### src/crc_params.svh
/* Register offsets are word indexes taken from HADDR[4:2].
   CRC_BUF_DEPTH must be a power of two and at least 2. */
`ifndef CRC_PARAMS_SVH
`define CRC_PARAMS_SVH

//////////////////////////////////////////////////
// Input buffer
//////////////////////////////////////////////////

// Number of data words queued between bus and CRC unit
`define CRC_BUF_DEPTH 4

//////////////////////////////////////////////////
// Reset values
//////////////////////////////////////////////////

`define CRC_RESET_INIT 32'hFFFF_FFFF
// Standard CRC-32 generator, MSB-first form
`define CRC_RESET_POLY 32'h04C1_1DB7
`define CRC_RESET_IDR 8'h00
// 32-bit polynomial, no reversal
`define CRC_RESET_CR 5'h00

// Register map, word offsets
`define CRC_ADDR_DR 3'h0
`define CRC_ADDR_IDR 3'h1
`define CRC_ADDR_CR 3'h2
`define CRC_ADDR_INIT 3'h4
`define CRC_ADDR_POL 3'h5

`endif

### src/crc_pkg.sv
/* Encodings match the CR bit fields; only NONSEQ transfers are served by the slave. */
package crc_pkg;

	// AHB-Lite HTRANS encoding
	typedef enum logic [1:0]
	{
		IDLE   = 2'b00,
		BUSY   = 2'b01,
		NONSEQ = 2'b10,
		SEQ    = 2'b11
	} ahb_trans_e;

	// Decoded register of the current data phase
	typedef enum logic [2:0]
	{
		SEL_DR,
		SEL_IDR,
		SEL_CR,
		SEL_INIT,
		SEL_POL,
		SEL_NONE
	} reg_sel_e;

	// CR[4:3], width of the generator polynomial
	typedef enum logic [1:0]
	{
		P32 = 2'b00,
		P16 = 2'b01,
		P8  = 2'b10,
		P7  = 2'b11
	} poly_size_e;

	// CR[6:5], bit reversal of the input data
	typedef enum logic [1:0]
	{
		NONE = 2'b00,
		BYTE = 2'b01,
		HALF = 2'b10,
		WORD = 2'b11
	} rev_in_e;

endpackage

### src/host_interface.sv
/* Single NONSEQ transfers only; HRESP is always OKAY.
   Write data is taken straight from HWDATA in the data phase. */
`timescale 1ns/1ns
`include "crc_params.svh"

module host_interface
(
	input  logic                    HCLK,
	input  logic                    HRESETn,
	input  logic [31:0]             HADDR,
	input  logic [31:0]             HWDATA,
	input  logic [2:0]              HSIZE,
	input  crc_pkg::ahb_trans_e     HTRANS,
	input  logic                    HWRITE,
	input  logic                    HSElx,
	input  logic                    HREADY,
	output logic [31:0]             HRDATA,
	output logic                    HREADYOUT,
	output logic                    HRESP,
	output logic [31:0]             bus_wr,
	output logic [1:0]              bus_size,
	output logic                    buffer_write_en,
	output logic                    crc_init_en,
	output logic                    crc_poly_en,
	output logic                    crc_idr_en,
	output logic                    reset_chain,
	output crc_pkg::poly_size_e     crc_poly_size,
	output crc_pkg::rev_in_e        rev_in_type,
	output logic                    rev_out_type,
	input  logic [31:0]             crc_out,
	input  logic [31:0]             crc_init_out,
	input  logic [31:0]             crc_poly_out,
	input  logic [7:0]              crc_idr_out,
	input  logic                    buffer_full,
	input  logic                    reset_pending,
	input  logic                    read_wait
);

	import crc_pkg::*;

	// Address phase copies
	logic [2:0] haddr_pp;
	logic [1:0] hsize_pp;
	ahb_trans_e htrans_pp;
	logic hwrite_pp;
	logic hselx_pp;

	// CR fields {rev_out, rev_in, poly_size}
	logic [4:0] cr_ff;

	reg_sel_e reg_sel;
	logic sample_bus;
	logic write_en;
	logic read_en;
	logic dr_write;
	logic dr_read;
	logic init_write;
	logic cr_en;
	logic wr_strobe;

	//////////////////////////////////////////////////
	// Address phase pipeline
	//////////////////////////////////////////////////

	// Only captured when the previous data phase completes
	assign sample_bus = HREADYOUT && HREADY;

	always_ff @(posedge HCLK)
	begin
		if (!HRESETn)
		begin
			htrans_pp <= IDLE;
			hwrite_pp <= 1'b0;
			hselx_pp  <= 1'b0;
		end
		else if (sample_bus)
		begin
			htrans_pp <= HTRANS;
			hwrite_pp <= HWRITE;
			hselx_pp  <= HSElx;
		end
	end

	// Register index and size of the transfer in its data phase
	always_ff @(posedge HCLK)
	begin
		if (sample_bus)
		begin
			haddr_pp <= HADDR[4:2];
			hsize_pp <= HSIZE[1:0];
		end
	end

	//////////////////////////////////////////////////
	// Decode
	//////////////////////////////////////////////////

	always_comb
	begin
		case (haddr_pp)
			`CRC_ADDR_DR:   reg_sel = SEL_DR;
			`CRC_ADDR_IDR:  reg_sel = SEL_IDR;
			`CRC_ADDR_CR:   reg_sel = SEL_CR;
			`CRC_ADDR_INIT: reg_sel = SEL_INIT;
			`CRC_ADDR_POL:  reg_sel = SEL_POL;
			default:        reg_sel = SEL_NONE;
		endcase
	end

	assign write_en   = hselx_pp && hwrite_pp && (htrans_pp == NONSEQ);
	assign read_en    = hselx_pp && !hwrite_pp && (htrans_pp == NONSEQ);
	assign dr_write   = write_en && (reg_sel == SEL_DR);
	assign dr_read    = read_en && (reg_sel == SEL_DR);
	assign init_write = write_en && (reg_sel == SEL_INIT);

	// Wait states: full buffer, DR read before CRC done, INIT during reload
	assign HREADYOUT = !((dr_write && buffer_full) ||
		(dr_read && read_wait) ||
		(init_write && reset_pending));
	assign HRESP = 1'b0;

	// Strobes fire in the last cycle of the data phase
	assign buffer_write_en = dr_write && !buffer_full;
	assign crc_init_en     = init_write && !reset_pending;
	assign crc_idr_en      = write_en && (reg_sel == SEL_IDR);
	assign crc_poly_en     = write_en && (reg_sel == SEL_POL);
	assign cr_en           = write_en && (reg_sel == SEL_CR);
	assign wr_strobe = buffer_write_en || crc_init_en || crc_idr_en || crc_poly_en || cr_en;

	assign bus_wr   = HWDATA;
	assign bus_size = hsize_pp;

	//////////////////////////////////////////////////
	// Control register
	//////////////////////////////////////////////////

	always_ff @(posedge HCLK)
	begin
		if (!HRESETn)
			cr_ff <= `CRC_RESET_CR;
		else if (cr_en)
			cr_ff <= HWDATA[7:3];
	end

	// CR bit 0 is self-clearing, it only requests a reload
	assign reset_chain   = cr_en && HWDATA[0];
	assign crc_poly_size = poly_size_e'(cr_ff[1:0]);
	assign rev_in_type   = rev_in_e'(cr_ff[3:2]);
	assign rev_out_type  = cr_ff[4];

	// Read mux
	always_comb
	begin
		case (reg_sel)
			SEL_DR:   HRDATA = crc_out;
			SEL_IDR:  HRDATA = {24'h0, crc_idr_out};
			SEL_CR:   HRDATA = {24'h0, cr_ff, 3'b000};
			SEL_INIT: HRDATA = crc_init_out;
			SEL_POL:  HRDATA = crc_poly_out;
			default:  HRDATA = 32'h0;
		endcase
	end

	// A stalled data phase writes nothing
	assert property (@(posedge HCLK) disable iff (!HRESETn)
		!HREADYOUT |-> !wr_strobe);

endmodule

### src/crc_input_buffer.sv
/* Pushes into a full buffer and pops from an empty one are not allowed.
   Head entry is shown at all times. */
`timescale 1ns/1ns
`include "crc_params.svh"

module crc_input_buffer
(
	input  logic        HCLK,
	input  logic        HRESETn,
	input  logic        push,
	input  logic [31:0] push_data,
	input  logic [1:0]  push_size,
	input  logic        pop,
	output logic [31:0] head_data,
	output logic [1:0]  head_size,
	output logic        empty,
	output logic        full
);

	localparam int DEPTH = `CRC_BUF_DEPTH;
	localparam int PTR_W = $clog2(DEPTH);

	// Storage, word and its transfer size
	logic [31:0] data_mem [DEPTH];
	logic [1:0] size_mem [DEPTH];

	logic [PTR_W-1:0] wr_ptr;
	logic [PTR_W-1:0] rd_ptr;
	logic [PTR_W:0] count;

	//////////////////////////////////////////////////
	// Storage write
	//////////////////////////////////////////////////

	always_ff @(posedge HCLK)
	begin
		if (push)
		begin
			data_mem[wr_ptr] <= push_data;
			size_mem[wr_ptr] <= push_size;
		end
	end

	// Pointers wrap by overflow
	always_ff @(posedge HCLK)
	begin
		if (!HRESETn)
		begin
			wr_ptr <= '0;
			rd_ptr <= '0;
			count  <= '0;
		end
		else
		begin
			if (push)
				wr_ptr <= wr_ptr + 1'b1;
			if (pop)
				rd_ptr <= rd_ptr + 1'b1;
			case ({push, pop})
				2'b10:   count <= count + 1'b1;
				2'b01:   count <= count - 1'b1;
				default: count <= count;
			endcase
		end
	end

	assign head_data = data_mem[rd_ptr];
	assign head_size = size_mem[rd_ptr];
	assign empty = (count == '0);
	assign full  = (count == (PTR_W + 1)'(DEPTH));

	// Bus side must hold off when full
	assert property (@(posedge HCLK) disable iff (!HRESETn) push |-> !full);
	// CRC side must only pop queued words
	assert property (@(posedge HCLK) disable iff (!HRESETn) pop |-> !empty);

endmodule

### src/crc_unit.sv
/* MSB-first CRC, no final XOR; a reload request discards the word in progress.
   INIT and POL use their low bits for widths below 32. */
`timescale 1ns/1ns
`include "crc_params.svh"

module crc_unit
(
	input  logic                HCLK,
	input  logic                HRESETn,
	input  logic [31:0]         head_data,
	input  logic [1:0]          head_size,
	input  logic                empty,
	output logic                pop,
	input  logic                crc_init_en,
	input  logic                crc_poly_en,
	input  logic                crc_idr_en,
	input  logic                reset_chain,
	input  crc_pkg::poly_size_e crc_poly_size,
	input  crc_pkg::rev_in_e    rev_in_type,
	input  logic                rev_out_type,
	input  logic [31:0]         bus_wr,
	output logic [31:0]         crc_out,
	output logic [31:0]         crc_init_out,
	output logic [31:0]         crc_poly_out,
	output logic [7:0]          crc_idr_out,
	output logic                read_wait,
	output logic                reset_pending
);

	import crc_pkg::*;

	logic [31:0] init_ff;
	logic [31:0] poly_ff;
	logic [7:0] idr_ff;
	// CRC kept left-aligned, unused low bits stay zero
	logic [31:0] crc_ff;
	logic [31:0] shift_word;
	logic [2:0] bytes_left;

	logic busy;
	logic [4:0] shamt;
	logic [31:0] top_mask;
	logic [31:0] crc_win;
	logic [31:0] in_reflected;
	logic [31:0] in_aligned;
	logic [2:0] word_bytes;

	// Fold one byte into the CRC, eight shifts
	function automatic logic [31:0] fold_byte(input logic [31:0] crc, input logic [7:0] data,
		input logic [31:0] poly);
		logic [31:0] r;
		r = crc ^ {data, 24'h0};
		for (int i = 0; i < 8; i++)
		begin
			if (r[31])
				r = {r[30:0], 1'b0} ^ poly;
			else
				r = {r[30:0], 1'b0};
		end
		return r;
	endfunction

	function automatic logic [31:0] bitrev32(input logic [31:0] d);
		logic [31:0] r;
		for (int i = 0; i < 32; i++)
			r[i] = d[31 - i];
		return r;
	endfunction

	// Reversal unit is capped at the transfer width
	function automatic logic [31:0] reflect_in(input logic [31:0] d, input rev_in_e mode,
		input logic [1:0] size);
		logic [31:0] rev8;
		logic [31:0] rev16;
		for (int i = 0; i < 32; i++)
		begin
			rev8[i]  = d[(i / 8) * 8 + 7 - (i % 8)];
			rev16[i] = d[(i / 16) * 16 + 15 - (i % 16)];
		end
		case (mode)
			BYTE:    return rev8;
			HALF:    return (size == 2'b00) ? rev8 : rev16;
			WORD:    return (size == 2'b00) ? rev8 : (size == 2'b01) ? rev16 : bitrev32(d);
			default: return d;
		endcase
	endfunction

	//////////////////////////////////////////////////
	// Width alignment and input word
	//////////////////////////////////////////////////

	always_comb
	begin
		case (crc_poly_size)
			P16:     shamt = 5'd16;
			P8:      shamt = 5'd24;
			P7:      shamt = 5'd25;
			default: shamt = 5'd0;
		endcase
	end

	assign top_mask = 32'hFFFF_FFFF << shamt;
	assign crc_win  = crc_ff & top_mask;
	// Reversing the whole word reverses within the width and right-aligns
	assign crc_out  = rev_out_type ? bitrev32(crc_win) : (crc_win >> shamt);

	assign in_reflected = reflect_in(head_data, rev_in_type, head_size);

	// Move the valid bytes to the top, first byte out is MSB
	always_comb
	begin
		case (head_size)
			2'b00:
			begin
				in_aligned = {in_reflected[7:0], 24'h0};
				word_bytes = 3'd1;
			end
			2'b01:
			begin
				in_aligned = {in_reflected[15:0], 16'h0};
				word_bytes = 3'd2;
			end
			default:
			begin
				in_aligned = in_reflected;
				word_bytes = 3'd4;
			end
		endcase
	end

	assign busy = (bytes_left != 3'd0);
	assign pop = !busy && !empty && !reset_pending;
	// Pending reload also blocks DR reads
	assign read_wait = busy || !empty || reset_pending;

	//////////////////////////////////////////////////
	// Registers and CRC engine
	//////////////////////////////////////////////////

	always_ff @(posedge HCLK)
	begin
		if (!HRESETn)
		begin
			init_ff <= `CRC_RESET_INIT;
			poly_ff <= `CRC_RESET_POLY;
			idr_ff  <= `CRC_RESET_IDR;
		end
		else
		begin
			if (crc_init_en)
				init_ff <= bus_wr;
			if (crc_poly_en)
				poly_ff <= bus_wr;
			if (crc_idr_en)
				idr_ff <= bus_wr[7:0];
		end
	end

	always_ff @(posedge HCLK)
	begin
		if (!HRESETn)
		begin
			crc_ff        <= `CRC_RESET_INIT;
			bytes_left    <= 3'd0;
			reset_pending <= 1'b0;
		end
		else
		begin
			reset_pending <= reset_chain;
			if (reset_pending)
			begin
				crc_ff     <= init_ff << shamt;
				bytes_left <= 3'd0;
			end
			else if (busy)
			begin
				crc_ff     <= fold_byte(crc_ff, shift_word[31:24], poly_ff << shamt);
				bytes_left <= bytes_left - 3'd1;
			end
			else if (pop)
				bytes_left <= word_bytes;
		end
	end

	// Byte shifter, loaded on pop
	always_ff @(posedge HCLK)
	begin
		if (pop)
			shift_word <= in_aligned;
		else if (busy)
			shift_word <= {shift_word[23:0], 8'h0};
	end

	assign crc_init_out = init_ff;
	assign crc_poly_out = poly_ff;
	assign crc_idr_out  = idr_ff;

	// Each popped word keeps the unit busy, so pops are never back to back
	assert property (@(posedge HCLK) disable iff (!HRESETn) pop |=> !pop);

	// INIT stays put until the pending reload has landed
	assert property (@(posedge HCLK) disable iff (!HRESETn)
		reset_pending |-> !crc_init_en);

endmodule

### src/crc_ahb_top.sv
/* AHB-Lite slave of the CRC accelerator; HSElx comes from the external decoder. */
`timescale 1ns/1ns

module crc_ahb_top
(
	input  logic                HCLK,
	input  logic                HRESETn,
	input  logic [31:0]         HADDR,
	input  logic [31:0]         HWDATA,
	input  logic [2:0]          HSIZE,
	input  crc_pkg::ahb_trans_e HTRANS,
	input  logic                HWRITE,
	input  logic                HSElx,
	input  logic                HREADY,
	output logic [31:0]         HRDATA,
	output logic                HREADYOUT,
	output logic                HRESP
);

	import crc_pkg::*;

	// Bus side to buffer
	logic [31:0] bus_wr;
	logic [1:0] bus_size;
	logic buffer_write_en;
	logic buffer_full;

	// Buffer to CRC unit
	logic [31:0] head_data;
	logic [1:0] head_size;
	logic buffer_empty;
	logic buffer_pop;

	// Register strobes, configuration and read-back
	logic crc_init_en;
	logic crc_poly_en;
	logic crc_idr_en;
	logic reset_chain;
	poly_size_e crc_poly_size;
	rev_in_e rev_in_type;
	logic rev_out_type;
	logic [31:0] crc_out;
	logic [31:0] crc_init_out;
	logic [31:0] crc_poly_out;
	logic [7:0] crc_idr_out;
	logic read_wait;
	logic reset_pending;

	host_interface host_i (.*);

	crc_input_buffer buffer_i
	(
		.HCLK(HCLK), .HRESETn(HRESETn),
		.push(buffer_write_en), .push_data(bus_wr), .push_size(bus_size),
		.pop(buffer_pop), .head_data(head_data), .head_size(head_size),
		.empty(buffer_empty), .full(buffer_full)
	);

	crc_unit crc_i (.*, .empty(buffer_empty), .pop(buffer_pop));

endmodule

### config.mk
export PLATFORM = sky130hd
export DESIGN_NAME = crc_ahb_top
export DESIGN_NICKNAME = d
export VERILOG_FILES = /design/src/crc_pkg.sv /design/src/host_interface.sv /design/src/crc_input_buffer.sv /design/src/crc_unit.sv /design/src/crc_ahb_top.sv
export VERILOG_INCLUDE_DIRS = /design/src
export SDC_FILE = /design/constraint.sdc
export NUM_CORES = 1
export LEC_CHECK = 0
export BUFFER_PORTS_ARGS = -buffer_cell sky130_fd_sc_hd__buf_2
export CAP_MARGIN = 20
export CORE_MARGIN = 2
export CORE_UTILIZATION = 45
export DETAILED_ROUTE_END_ITERATION = 12
export SYNTH_ARGS = -nofsm -noshare
export SYNTH_HDL_FRONTEND = slang
export SYNTH_HIERARCHICAL = 1
export SYNTH_SLANG_ARGS = --single-unit
### constraint.sdc
create_clock -name HCLK -period 4.4 [get_ports HCLK]
set_clock_uncertainty 0.05 [all_clocks]
set_input_delay 0.44 -clock HCLK [delete_from_list [all_inputs] [get_ports HCLK]]
set_output_delay 0.44 -clock HCLK [all_outputs]
set_load 0.02 [all_outputs]
==> reports/results.tsv, run 1 <==
stage	metric	value	unit
status	outcome	finished with violations	
status	failing checks	setup timing	
detailed_routing	Routed Antenna Nets	0	
critical_path	CP arrival	4850	ps
sta	max-slew violations	0	
synth	Synth Net Count	2131	
global_routing	number of global-route vias before repair	15100	
placement	Placed Cells	2606	
sta	RSZ-0062 raised after global routing	true	
critical_path	Crit Path Category	flip-flop to flip-flop	
floorplanning	Initial Util	0.457	
cells_and_area	# nets final	2159	
global_routing	met2 usage	0.431	
synth	Top FF cell, synth	edfxtp_1	
cells_and_area	layout cell share with drive strength beyond 1	0.201	
sta	Tcrit/Tclk final	1.01	
floorplanning	die area	45500	um2
detailed_routing	routed wire length	63.6	mm
sta	Slew HR	0.220	
pwr	Tot Pwr	0.0162	W
floorplanning	number of cell rows	76	
synth	post-synthesis async set-or-reset flop share	0	
cells_and_area	area delta synth->final	12.6	%
sta	final setup margin	-56.3	ps
pwr	Reg power frac	0.227	
pwr	Max IR drop VDD	0.628	mV
pwr	Sw Ratio	0.405	
sta	Setup-failing EPs final	8	
detailed_routing	first-pass detailed-route iteration total	5	
detailed_routing	WL/cell	23.7	um
sta	FMAX	224	MHz
detailed_routing	Via Count	16100	
cells_and_area	diode count	0	
pwr	Switch Pwr	0.00657	W
pwr	power per cell area	730	nW/um2
cells_and_area	post-route insts no fill	2687	
critical_path	crit end category	flip-flop	
placement	Detailed Place HPWL	43.6	mm
clocking	CTS Sinks	299	
clocking	cts hold-fix bufs	0	
synth	Synth top area share	0.263	
worst_hold_path	HP Class	input port to flip-flop	
global_routing	grt met3 use	0.0390	
clocking	CTS root buffer	clkbuf_16	
synth	mapped cell area	19700	um2
detailed_routing	Vias/cell	5.98	
synth	number of library cell types mapped by synthesis	86	
synth	register area share after synthesis	0.391	
sta	hold slack final	30.0	ps
sta	final hold vios	0	
global_routing	pin count of the biggest net entering global routing	99	
synth	Area contributors post-synth	edfxtp_1 26%, dfxtp_1 13%, mux2i_1 8.4%	
synth	number of synthesized flops with an enable pin	173	
placement	gpl congestion	0.941	
synth	Cells after Synth	2049	
synth	yosys warns	6	
global_routing	met1 Usage GRT	0.393	
synth	Yosys reg bits	299	
clocking	H-tree level count	2	
global_routing	Top Usage Layer GRT	met2	
floorplanning	chip width	213	um
critical_path	worst-path fanout max	8	
clocking	maximum clock insertion buffer count	3	
critical_path	Req. time, crit path	4800	ps
synth	Syn Area/Cell	9.63	um2
pwr	static leakage	7.71	nW
clocking	Clock transition at path regs	60	ps
global_routing	All-Layer GR Usage	0.277	
cells_and_area	commonest non-fill, non-tap cell in the layout	nand2_1	
global_routing	first-pass GRT wire length	95.0	mm
detailed_routing	DRC	0	
placement	port buffer count	76	
global_routing	grt ovf	0	
global_routing	initial antenna violation count	2	
pwr	combinational power share	0.603	
job	max-cap viol count	0	
floorplanning	total core area	43200	um2
cells_and_area	final core occ	0.514	
cells_and_area	most frequent cells in the layout	308 x nand2_1, 174 x xnor2_1, 173 x edfxtp_1	
synth	area leader, netlist	edfxtp_1	
detailed_routing	DR iter-0 viols	1684	
clocking	number of CTS-inserted buffers	34	
sta	slew of the pin with the lowest slew margin	1170	ps
sta	min Tclk post-route	4460	ps
clocking	CTS tree	done	
critical_path	crit path launch type	flip-flop	
pwr	clock power share	0.169	
pwr	Pint	0.00965	W
floorplanning	Die H	213	um
clocking	worst skew pair latency	540	ps
floorplanning	IO Pins	108	
-- routing by layer --
layer  vias to the layer above  wire length, um  share of wire
met4                         2             2410          0.038
met1                      7890            27200           0.43
met2                       723            28800           0.45
met3                       138             5190          0.082
met5                         -               13        0.00020
li1                       7313                -              -
-- metrics by stage --
stage,setup WS [ps],instance area [um2],setup TNS (ps)
after floorplan,-62.9,19800,-99.1
after global placement,-199,20700,-2970
after detailed placement,-261,20700,-4960
after CTS,-68.8,21900,-509
after global routing,-237,22200,-4210
final,-56.3,22200,-214
-- Yosys cell counts, types with 38 or more instances --
| master | instances |
|---|---|
| a21oi_1 | 87 |
| dfxtp_1 | 126 |
| nor2b_1 | 38 |
| nand2_1 | 316 |
| mux4_2 | 56 |
| o211ai_1 | 46 |
| nor2_1 | 161 |
| clkbuf_1 | 116 |
| o21ai_0 | 104 |
| mux2i_1 | 165 |
| xnor2_1 | 185 |
| xor2_1 | 40 |
| edfxtp_1 | 173 |
-- worst max-delay path, stage by stage (launching register included) --
cell	delay [ps]
dfxtp_4	380
mux4_2	630
and3_4	210
or4_4	510
o211a_4	180
buf_4	150
mux2i_1	160
nor4_4	230
xnor2_2	170
xnor3_1	250
or3_4	370
a21bo_4	230
and2_4	170
and3_4	160
or4_1	390
a31oi_1	130
-- worst paths after layout --
| check | start | to | slack (ps) | cells past startpoint |
|---|---|---|---|---|
| setup / recovery | host_i/cr_ff[0] | crc_i/crc_ff[9] | -60 | 15 |
| hold / removal | HSIZE[0] | host_i/bus_size[0] | 30 | 1 |
| setup reg to reg | host_i/cr_ff[0] | crc_i/crc_ff[9] | -60 | 15 |
| hold reg to reg | crc_i/bytes_left[2] | crc_i/bytes_left[2] | 430 | 1 |
-- timing repair --
| item | in CTS | in global routing |
|---|---|---|
| setup endpoints to repair | 32 | 32 |
| hold endpoints to repair | 0 | 0 |
| resized for setup | 21 | 43 |
| setup buffers | 12 | 10 |
| pin swaps | 16 | 22 |
-- state kept, by name, summed over array words and instances (netlist names), named ones only --
register / cells
buffer_i/data_mem: 128
crc_i/crc_init_out: 32
host_i/haddr_pp: 3
buffer_i/rd_ptr: 2
crc_i/reset_pending: 1
crc_i/shift_word: 32
crc_i/bytes_left: 3
host_i/cr_ff: 5
buffer_i/size_mem: 8
host_i/htrans_pp: 2
buffer_i/wr_ptr: 2
crc_i/crc_poly_out: 32
buffer_i/count: 3
host_i/hselx_pp: 1
host_i/hwrite_pp: 1
host_i/bus_size: 2
crc_i/crc_ff: 32
crc_i/crc_idr_out: 8
-- cells by family after synthesis --
group | count (synthesis) | share of synthesized area
AOI/OAI and AO/OA | 382 | 0.124
xor gates and xnor gates | 229 | 0.104
adders and majority gates | 8 | 0.00545
buffers and inverters | 225 | 0.0560
DFF | 299 | 0.391
muxes | 258 | 0.173
other | 1 | 0.000190
and+or+nand+nor | 647 | 0.146
-- layout make-up --
class	count	area, um2
multi-input cells	1525	11300
clock inverters	18	163
clock buffers	43	895
repair buffers	199	1360
fillers	3972	21000
flip-flops and latches	299	7730
inverters	18	67.6
well taps	585	732
-- power by group through the flow --
stage | combinational, W | clock [W] | sequential (W)
finish | 0.00978 | 0.00275 | 0.00369
floorplan | 0.00712 | 0 | 0.00353
global placement | 0.00885 | 0 | 0.00371
detailed placement | 0.00898 | 0 | 0.00371
global route | 0.0106 | 0.00288 | 0.00370
CTS | 0.00926 | 0.00277 | 0.00366
Power figures use the tool's default switching activity.
==> run 2, diff against run 1 <==
GPL_ROUTABILITY_DRIVEN = 0   (was unset)
PLACE_DENSITY = 0.63   (was unset)
==> run 2 against run 1 <==
The flow still finishes with violations (setup timing). Worst setup slack worse by 110 ps. Largest power group unchanged. Flip-flop and latch count unchanged. Combinational power up 13%. Register-to-register slack worse by 110 ps. First-iteration DRC count down 4.3%. Critical path depth up 1. Non-clock buffer count up 16. Hold slack better by 36 ps. Design area up 1.1%.
==> reports/results.tsv, run 2 (same netlist as run 1, synthesis figures left out) <==
stage	metric	value	unit
clocking	number of CTS-inserted buffers	29	
detailed_routing	Vias/cell	5.96	
cells_and_area	# nets final	2170	
critical_path	reg2reg start	host_i/cr_ff[0]	
clocking	Clock transition at path regs	70	ps
detailed_routing	DRC	0	
clocking	CTS root buffer	clkbuf_16	
status	outcome	finished with violations	
global_routing	first-pass GRT wire length	93.5	mm
worst_hold_path	hold path depth	3	
critical_path	worst reg2reg path depth	16	
sta	slew of the pin with the lowest slew margin	1140	ps
cells_and_area	max FFs per register	128	
critical_path	Crit-path slowest cell	mux4_2	
critical_path	crit end category	flip-flop	
sta	max-slew violations	0	
critical_path	CP arrival	4950	ps
placement	Placed Cells	2617	
detailed_routing	first-pass detailed-route iteration total	8	
critical_path	Crit Path Category	flip-flop to flip-flop	
floorplanning	IO Pins	108	
global_routing	number of global-route vias before repair	15400	
placement	Detailed Place HPWL	42.3	mm
job	max-cap viol count	0	
global_routing	pin count of the biggest net entering global routing	97	
pwr	Max IR drop VDD	0.763	mV
floorplanning	total core area	43200	um2
critical_path	CP Buf/Inv Count	2	
sta	Setup-failing EPs final	30	
sta	RSZ-0062 raised after global routing	true	
critical_path	CP delay by family, top	compound AO/OA/AOI/OAI gates	
floorplanning	Die H	213	um
floorplanning	number of cell rows	76	
cells_and_area	area delta synth->final	13.9	%
cells_and_area	most frequent cells in the layout	298 x nand2_1, 173 x edfxtp_1, 166 x xnor2_1	
sta	Slew HR	0.242	
cells_and_area	layout cell share with drive strength beyond 1	0.213	
detailed_routing	Via Count	16100	
sta	final setup margin	-169	ps
critical_path	capture point of the worst reg-to-reg path	crc_i/crc_ff[12]	
global_routing	All-Layer GR Usage	0.270	
clocking	CTS Sinks	299	
critical_path	R2R Setup Slk	-170	ps
critical_path	CP cell instances	buf_6 > mux4_2 > o2bb2ai_4 > or4_4 > o211ai_4 > o21ai_1 > a221o_1 > and2_4 > xnor3_1 > or3_4 > a21bo_4 > buf_4 > a31o_4 > a21oi_4 > xnor2_2 > o211ai_1	
detailed_routing	DR iter-0 viols	1612	
critical_path	worst-path fanout max	7	
critical_path	crit path launch type	flip-flop	
sta	FMAX	219	MHz
sta	Tcrit/Tclk final	1.04	
clocking	maximum clock insertion buffer count	3	
detailed_routing	Routed Antenna Nets	0	
placement	port buffer count	76	
cells_and_area	Largest Register	buffer_i/data_mem	
detailed_routing	WL/cell	23.0	um
cells_and_area	commonest non-fill, non-tap cell in the layout	nand2_1	
global_routing	grt ovf	0	
critical_path	Req. time, crit path	4780	ps
critical_path	crit path capture	crc_i/crc_ff[12]	
pwr	static leakage	7.85	nW
floorplanning	chip width	213	um
clocking	worst skew pair latency	580	ps
worst_hold_path	HP Class	input port to flip-flop	
detailed_routing	routed wire length	62.0	mm
sta	min Tclk post-route	4570	ps
clocking	CTS tree	done	
global_routing	initial antenna violation count	4	
cells_and_area	post-route insts no fill	2699	
critical_path	slowest stage delay, CP	550	ps
clocking	H-tree level count	1	
cells_and_area	final instance area	22500	um2
placement	placed cell areas	20800	um2
sta	final hold vios	0	
critical_path	Worst Setup SP	host_i/cr_ff[0]	
floorplanning	Initial Util	0.457	
pwr	power per cell area	764	nW/um2
status	failing checks	setup timing	
critical_path	CP Depth	16	
floorplanning	die area	45500	um2
-- run 2: cell count changes in the layout (fill, tap and decap cells not counted), moves of 3 or more --
cell           previous run  this run
a221oi_1                  7         4
a221oi_2                  3         6
buf_12                    2         6
buf_6                     5         8
clkbuf_16                34        29
diode_2                   0         3
dlygate4sd3_1             0         5
nand2_1                 308       298
nand2_4                   0         9
xnor2_1                 174       166
xnor2_2                  12        19
-- run 2: worst register-to-register path, stage by stage (launching register included) --
cell and delay (ps):
dfxtp_4 380, buf_6 110, mux4_2 550, o2bb2ai_4 160
or4_4 520, o211ai_4 150, o21ai_1 120, a221o_1 400
and2_4 160, xnor3_1 360, or3_4 400, a21bo_4 220
buf_4 160, a31o_4 250, a21oi_4 160, xnor2_2 140
o211ai_1 100
-- run 2: per-layer routing --
metal	global-route usage	up-vias	wire length (um)
li1	-	7342	-
met1	0.362	7884	25800
met2	0.436	701	28900
met3	0.0464	151	4780
met4	0.104	2	2540
met5	0	-	18
-- run 2: cell type report --
cell class	count	area, um2
inverters	18	67.6
clock buffers	40	797
well taps	585	732
fillers	3952	20700
multi-input cells	1525	11500
clock inverters	14	88.8
diodes	3	7.51
repair buffers	215	1570
flip-flops and latches	299	7730
-- run 2: where the power goes --
group / internal (W) / switching (W)
combinational: 0.00547 / 0.00566
sequential: 0.00333 / 0.000334
clock: 0.00127 / 0.00110
-- run 2: stage by stage --
stage,util,hold slack (ps),TNS (ps),worst slack (ps),power [W]
2_1_floorplan,-,387,-99.1,-62.9,0.0106
3_3_place_gp,0.482,405,-978,-132,0.0128
3_5_place_dp,0.482,436,-3330,-214,0.0129
4_1_cts,0.509,55.9,-961,-110,0.0160
5_1_grt,0.520,71.8,-6710,-293,0.0181
6_report,0.520,66.0,-2490,-169,0.0172
-- run 2: repair_timing --
item | 4_1_cts | 5_1_grt
hold endpoints to repair | 5 | 0
gates resized for setup | 31 | 83
hold buffers | 5 | 0
gates cloned | 2 | 0
endpoints found under the setup margin | 32 | 32
buffers inserted | 5 | 13
pin swaps | 14 | 40
-- run 2: worst min-delay path by stage --
stage,endpoint,start
after floorplan,crc_i/bytes_left[0],crc_i/bytes_left[0]
after global placement,crc_i/bytes_left[0],crc_i/bytes_left[0]
after detailed placement,buffer_i/size_mem[0][0],host_i/bus_size[0]
after CTS,host_i/hselx_pp,HSElx
after global routing,buffer_i/data_mem[3][11],HWDATA[11]
final,host_i/htrans_pp[1],HTRANS[1]
==> run 3, diff against run 2 <==
==> constraint.sdc (replaced) <==
create_clock -name HCLK -period 4.4 [get_ports HCLK]
set_clock_uncertainty 0.05 [all_clocks]
set_input_delay 0 -clock HCLK [delete_from_list [all_inputs] [get_ports HCLK]]
set_output_delay 0 -clock HCLK [all_outputs]
set_load 0.02 [all_outputs]
==> run 3 against run 2 <==
The flow still finishes with violations (setup timing). Power increased by 0.63%. Clock power grew 16%. Die area unchanged. Hold slack better by 6.4 ps. Final cell count grew 1.7%. Count of clock-buffer cells in the layout rose by 1. Register-to-register slack better by 20 ps. Via count rose by 2.0%. Critical endpoint is now crc_i/crc_ff[3]. Largest power group unchanged.
==> reports/results.tsv, run 3 (same netlist as run 1, synthesis figures left out) <==
stage	metric	value	unit
sta	max-slew violations	0	
detailed_routing	routed wire length	63.8	mm
sta	min Tclk post-route	4550	ps
sta	setup TNS	-2410	ps
global_routing	met1 Usage GRT	0.382	
status	failing checks	setup timing	
global_routing	pin count of the biggest net entering global routing	97	
pwr	power per cell area	749	nW/um2
sta	FMAX	220	MHz
pwr	Max IR drop VDD	0.672	mV
global_routing	met2 usage	0.436	
placement	Placed Cells	2627	
global_routing	initial antenna violation count	1	
detailed_routing	DR iter-0 viols	1749	
pwr	static leakage	8.16	nW
floorplanning	IO Pins	108	
detailed_routing	WL/cell	23.3	um
sta	final setup margin	-145	ps
global_routing	number of global-route vias before repair	15500	
detailed_routing	Vias/cell	5.98	
cells_and_area	max FFs per register	128	
detailed_routing	Routed Antenna Nets	0	
worst_hold_path	HP Class	input port to flip-flop	
sta	RSZ-0062 raised after global routing	true	
placement	Detailed Place HPWL	43.4	mm
cells_and_area	area delta synth->final	16.8	%
floorplanning	number of cell rows	76	
critical_path	reg2reg start	host_i/cr_ff[0]	
global_routing	Top Usage Layer GRT	met2	
critical_path	Crit Path Category	flip-flop to flip-flop	
cells_and_area	post-route insts no fill	2744	
critical_path	crit path launch type	flip-flop	
global_routing	first-pass GRT wire length	95.6	mm
cells_and_area	layout cell share with drive strength beyond 1	0.209	
cells_and_area	most frequent cells in the layout	295 x nand2_1, 173 x edfxtp_1, 164 x xnor2_1, 164 x mux2i_1, 160 x nor2_1	
cells_and_area	commonest non-fill, non-tap cell in the layout	nand2_1	
placement	port buffer count	76	
critical_path	CP arrival	4980	ps
detailed_routing	first-pass detailed-route iteration total	8	
floorplanning	total core area	43200	um2
clocking	CTS Sinks	299	
floorplanning	die area	45500	um2
critical_path	Req. time, crit path	4840	ps
sta	final hold vios	0	
cells_and_area	fillers	3853	
critical_path	crit end category	flip-flop	
global_routing	grt ovf	0	
clocking	worst skew pair latency	590	ps
sta	Setup-failing EPs final	28	
detailed_routing	Via Count	16400	
cells_and_area	Largest Register	buffer_i/data_mem	
clocking	Clock transition at path regs	70	ps
detailed_routing	DRC	0	
clocking	number of CTS-inserted buffers	31	
critical_path	worst-path fanout max	6	
global_routing	grt met3 use	0.0388	
clocking	CTS tree	done	
sta	Tcrit/Tclk final	1.03	
cells_and_area	# nets final	2215	
pwr	Tot Pwr	0.0173	W
global_routing	All-Layer GR Usage	0.275	
job	max-cap viol count	0	
sta	Slew HR	0.263	
status	outcome	finished with violations	
critical_path	Worst Setup SP	host_i/cr_ff[0]	
clocking	H-tree level count	1	
clocking	CTS root buffer	clkbuf_16	
worst_hold_path	Hold Startpoint	HADDR[3]	
floorplanning	Die H	213	um
floorplanning	Initial Util	0.457	
cells_and_area	area taken by multi-input logic gates	11500	um2
clocking	maximum clock insertion buffer count	3	
floorplanning	chip width	213	um
sta	slew of the pin with the lowest slew margin	1110	ps
cells_and_area	register area	7730	um2
-- run 3: cell types whose count changed in the layout (fill, tap and decap cells not counted), sizes merged --
cell,delta
buf,-3
bufinv,+4
clkbuf,+3
clkinv,-4
clkinvlp,+3
diode,-2
dlygate4sd3,+42
mux4,+2
-- run 3: final timing paths --
kind / slack (ps) / end / cells after the start
setup / recovery: -150 / crc_i/crc_ff[3] / 17
hold / removal: 70 / host_i/haddr_pp[1] / 2
setup reg to reg: -150 / crc_i/crc_ff[3] / 17
hold reg to reg: 420 / crc_i/bytes_left[0] / 1
-- run 3: per-stage QoR --
step | hold slack (ps) | area, um2 | setup WS [ps] | utilization
6_report | 72.4 | 23000 | -145 | 0.534
5_1_grt | 60.8 | 23000 | -291 | 0.534
4_1_cts | 47.3 | 22500 | -115 | 0.521
3_5_place_dp | 129 | 20900 | -147 | 0.484
3_3_place_gp | 127 | 20900 | -150 | 0.484
2_1_floorplan | 48.9 | 19800 | -62.9 | -
-- run 3: critical path, cell delays in order (launching register included) --
cell and delay (ps):
dfxtp_4 390, mux4_2 590, and3_4 210, or4_4 550
o211ai_4 160, buf_12 150, xnor2_4 60, o21ai_1 140
nor3b_4 260, xnor3_1 370, or3_4 390, a21bo_4 240
and2_4 190, buf_12 140, clkbuf_16 160, and3_4 160
o211ai_1 150, a21oi_1 80
-- run 3: final cells by class --
class                   count  share of cell area
well taps                 585              0.0318
inverters                  18             0.00293
clock inverters            17             0.00934
repair buffers            256              0.0866
clock buffers              41              0.0366
flip-flops and latches    299               0.335
multi-input cells        1527               0.497
diodes                      1            0.000109
-- run 3: metal layers --
layer | wire length [um] | share of wire | up-vias
met5 | 0 | 0 | -
met4 | 2900 | 0.045 | 0
met3 | 4940 | 0.077 | 168
met2 | 29500 | 0.46 | 798
met1 | 26500 | 0.41 | 7998
li1 | - | - | 7440
-- run 3: power by group --
part | leakage (nW) | internal [W] | switching, W
sequential | 2.62 | 0.00333 | 0.000350
combinational | 5.03 | 0.00532 | 0.00552
clock | 0.506 | 0.00159 | 0.00116
-- run 3: what timing repair did --
item	CTS	global route
setup buffers	0	7
hold buffers	47	0
endpoints found under the setup margin	31	32
hold endpoints to repair	235	0
cloned	2	2
resized for setup	6	93
pin swaps	4	32
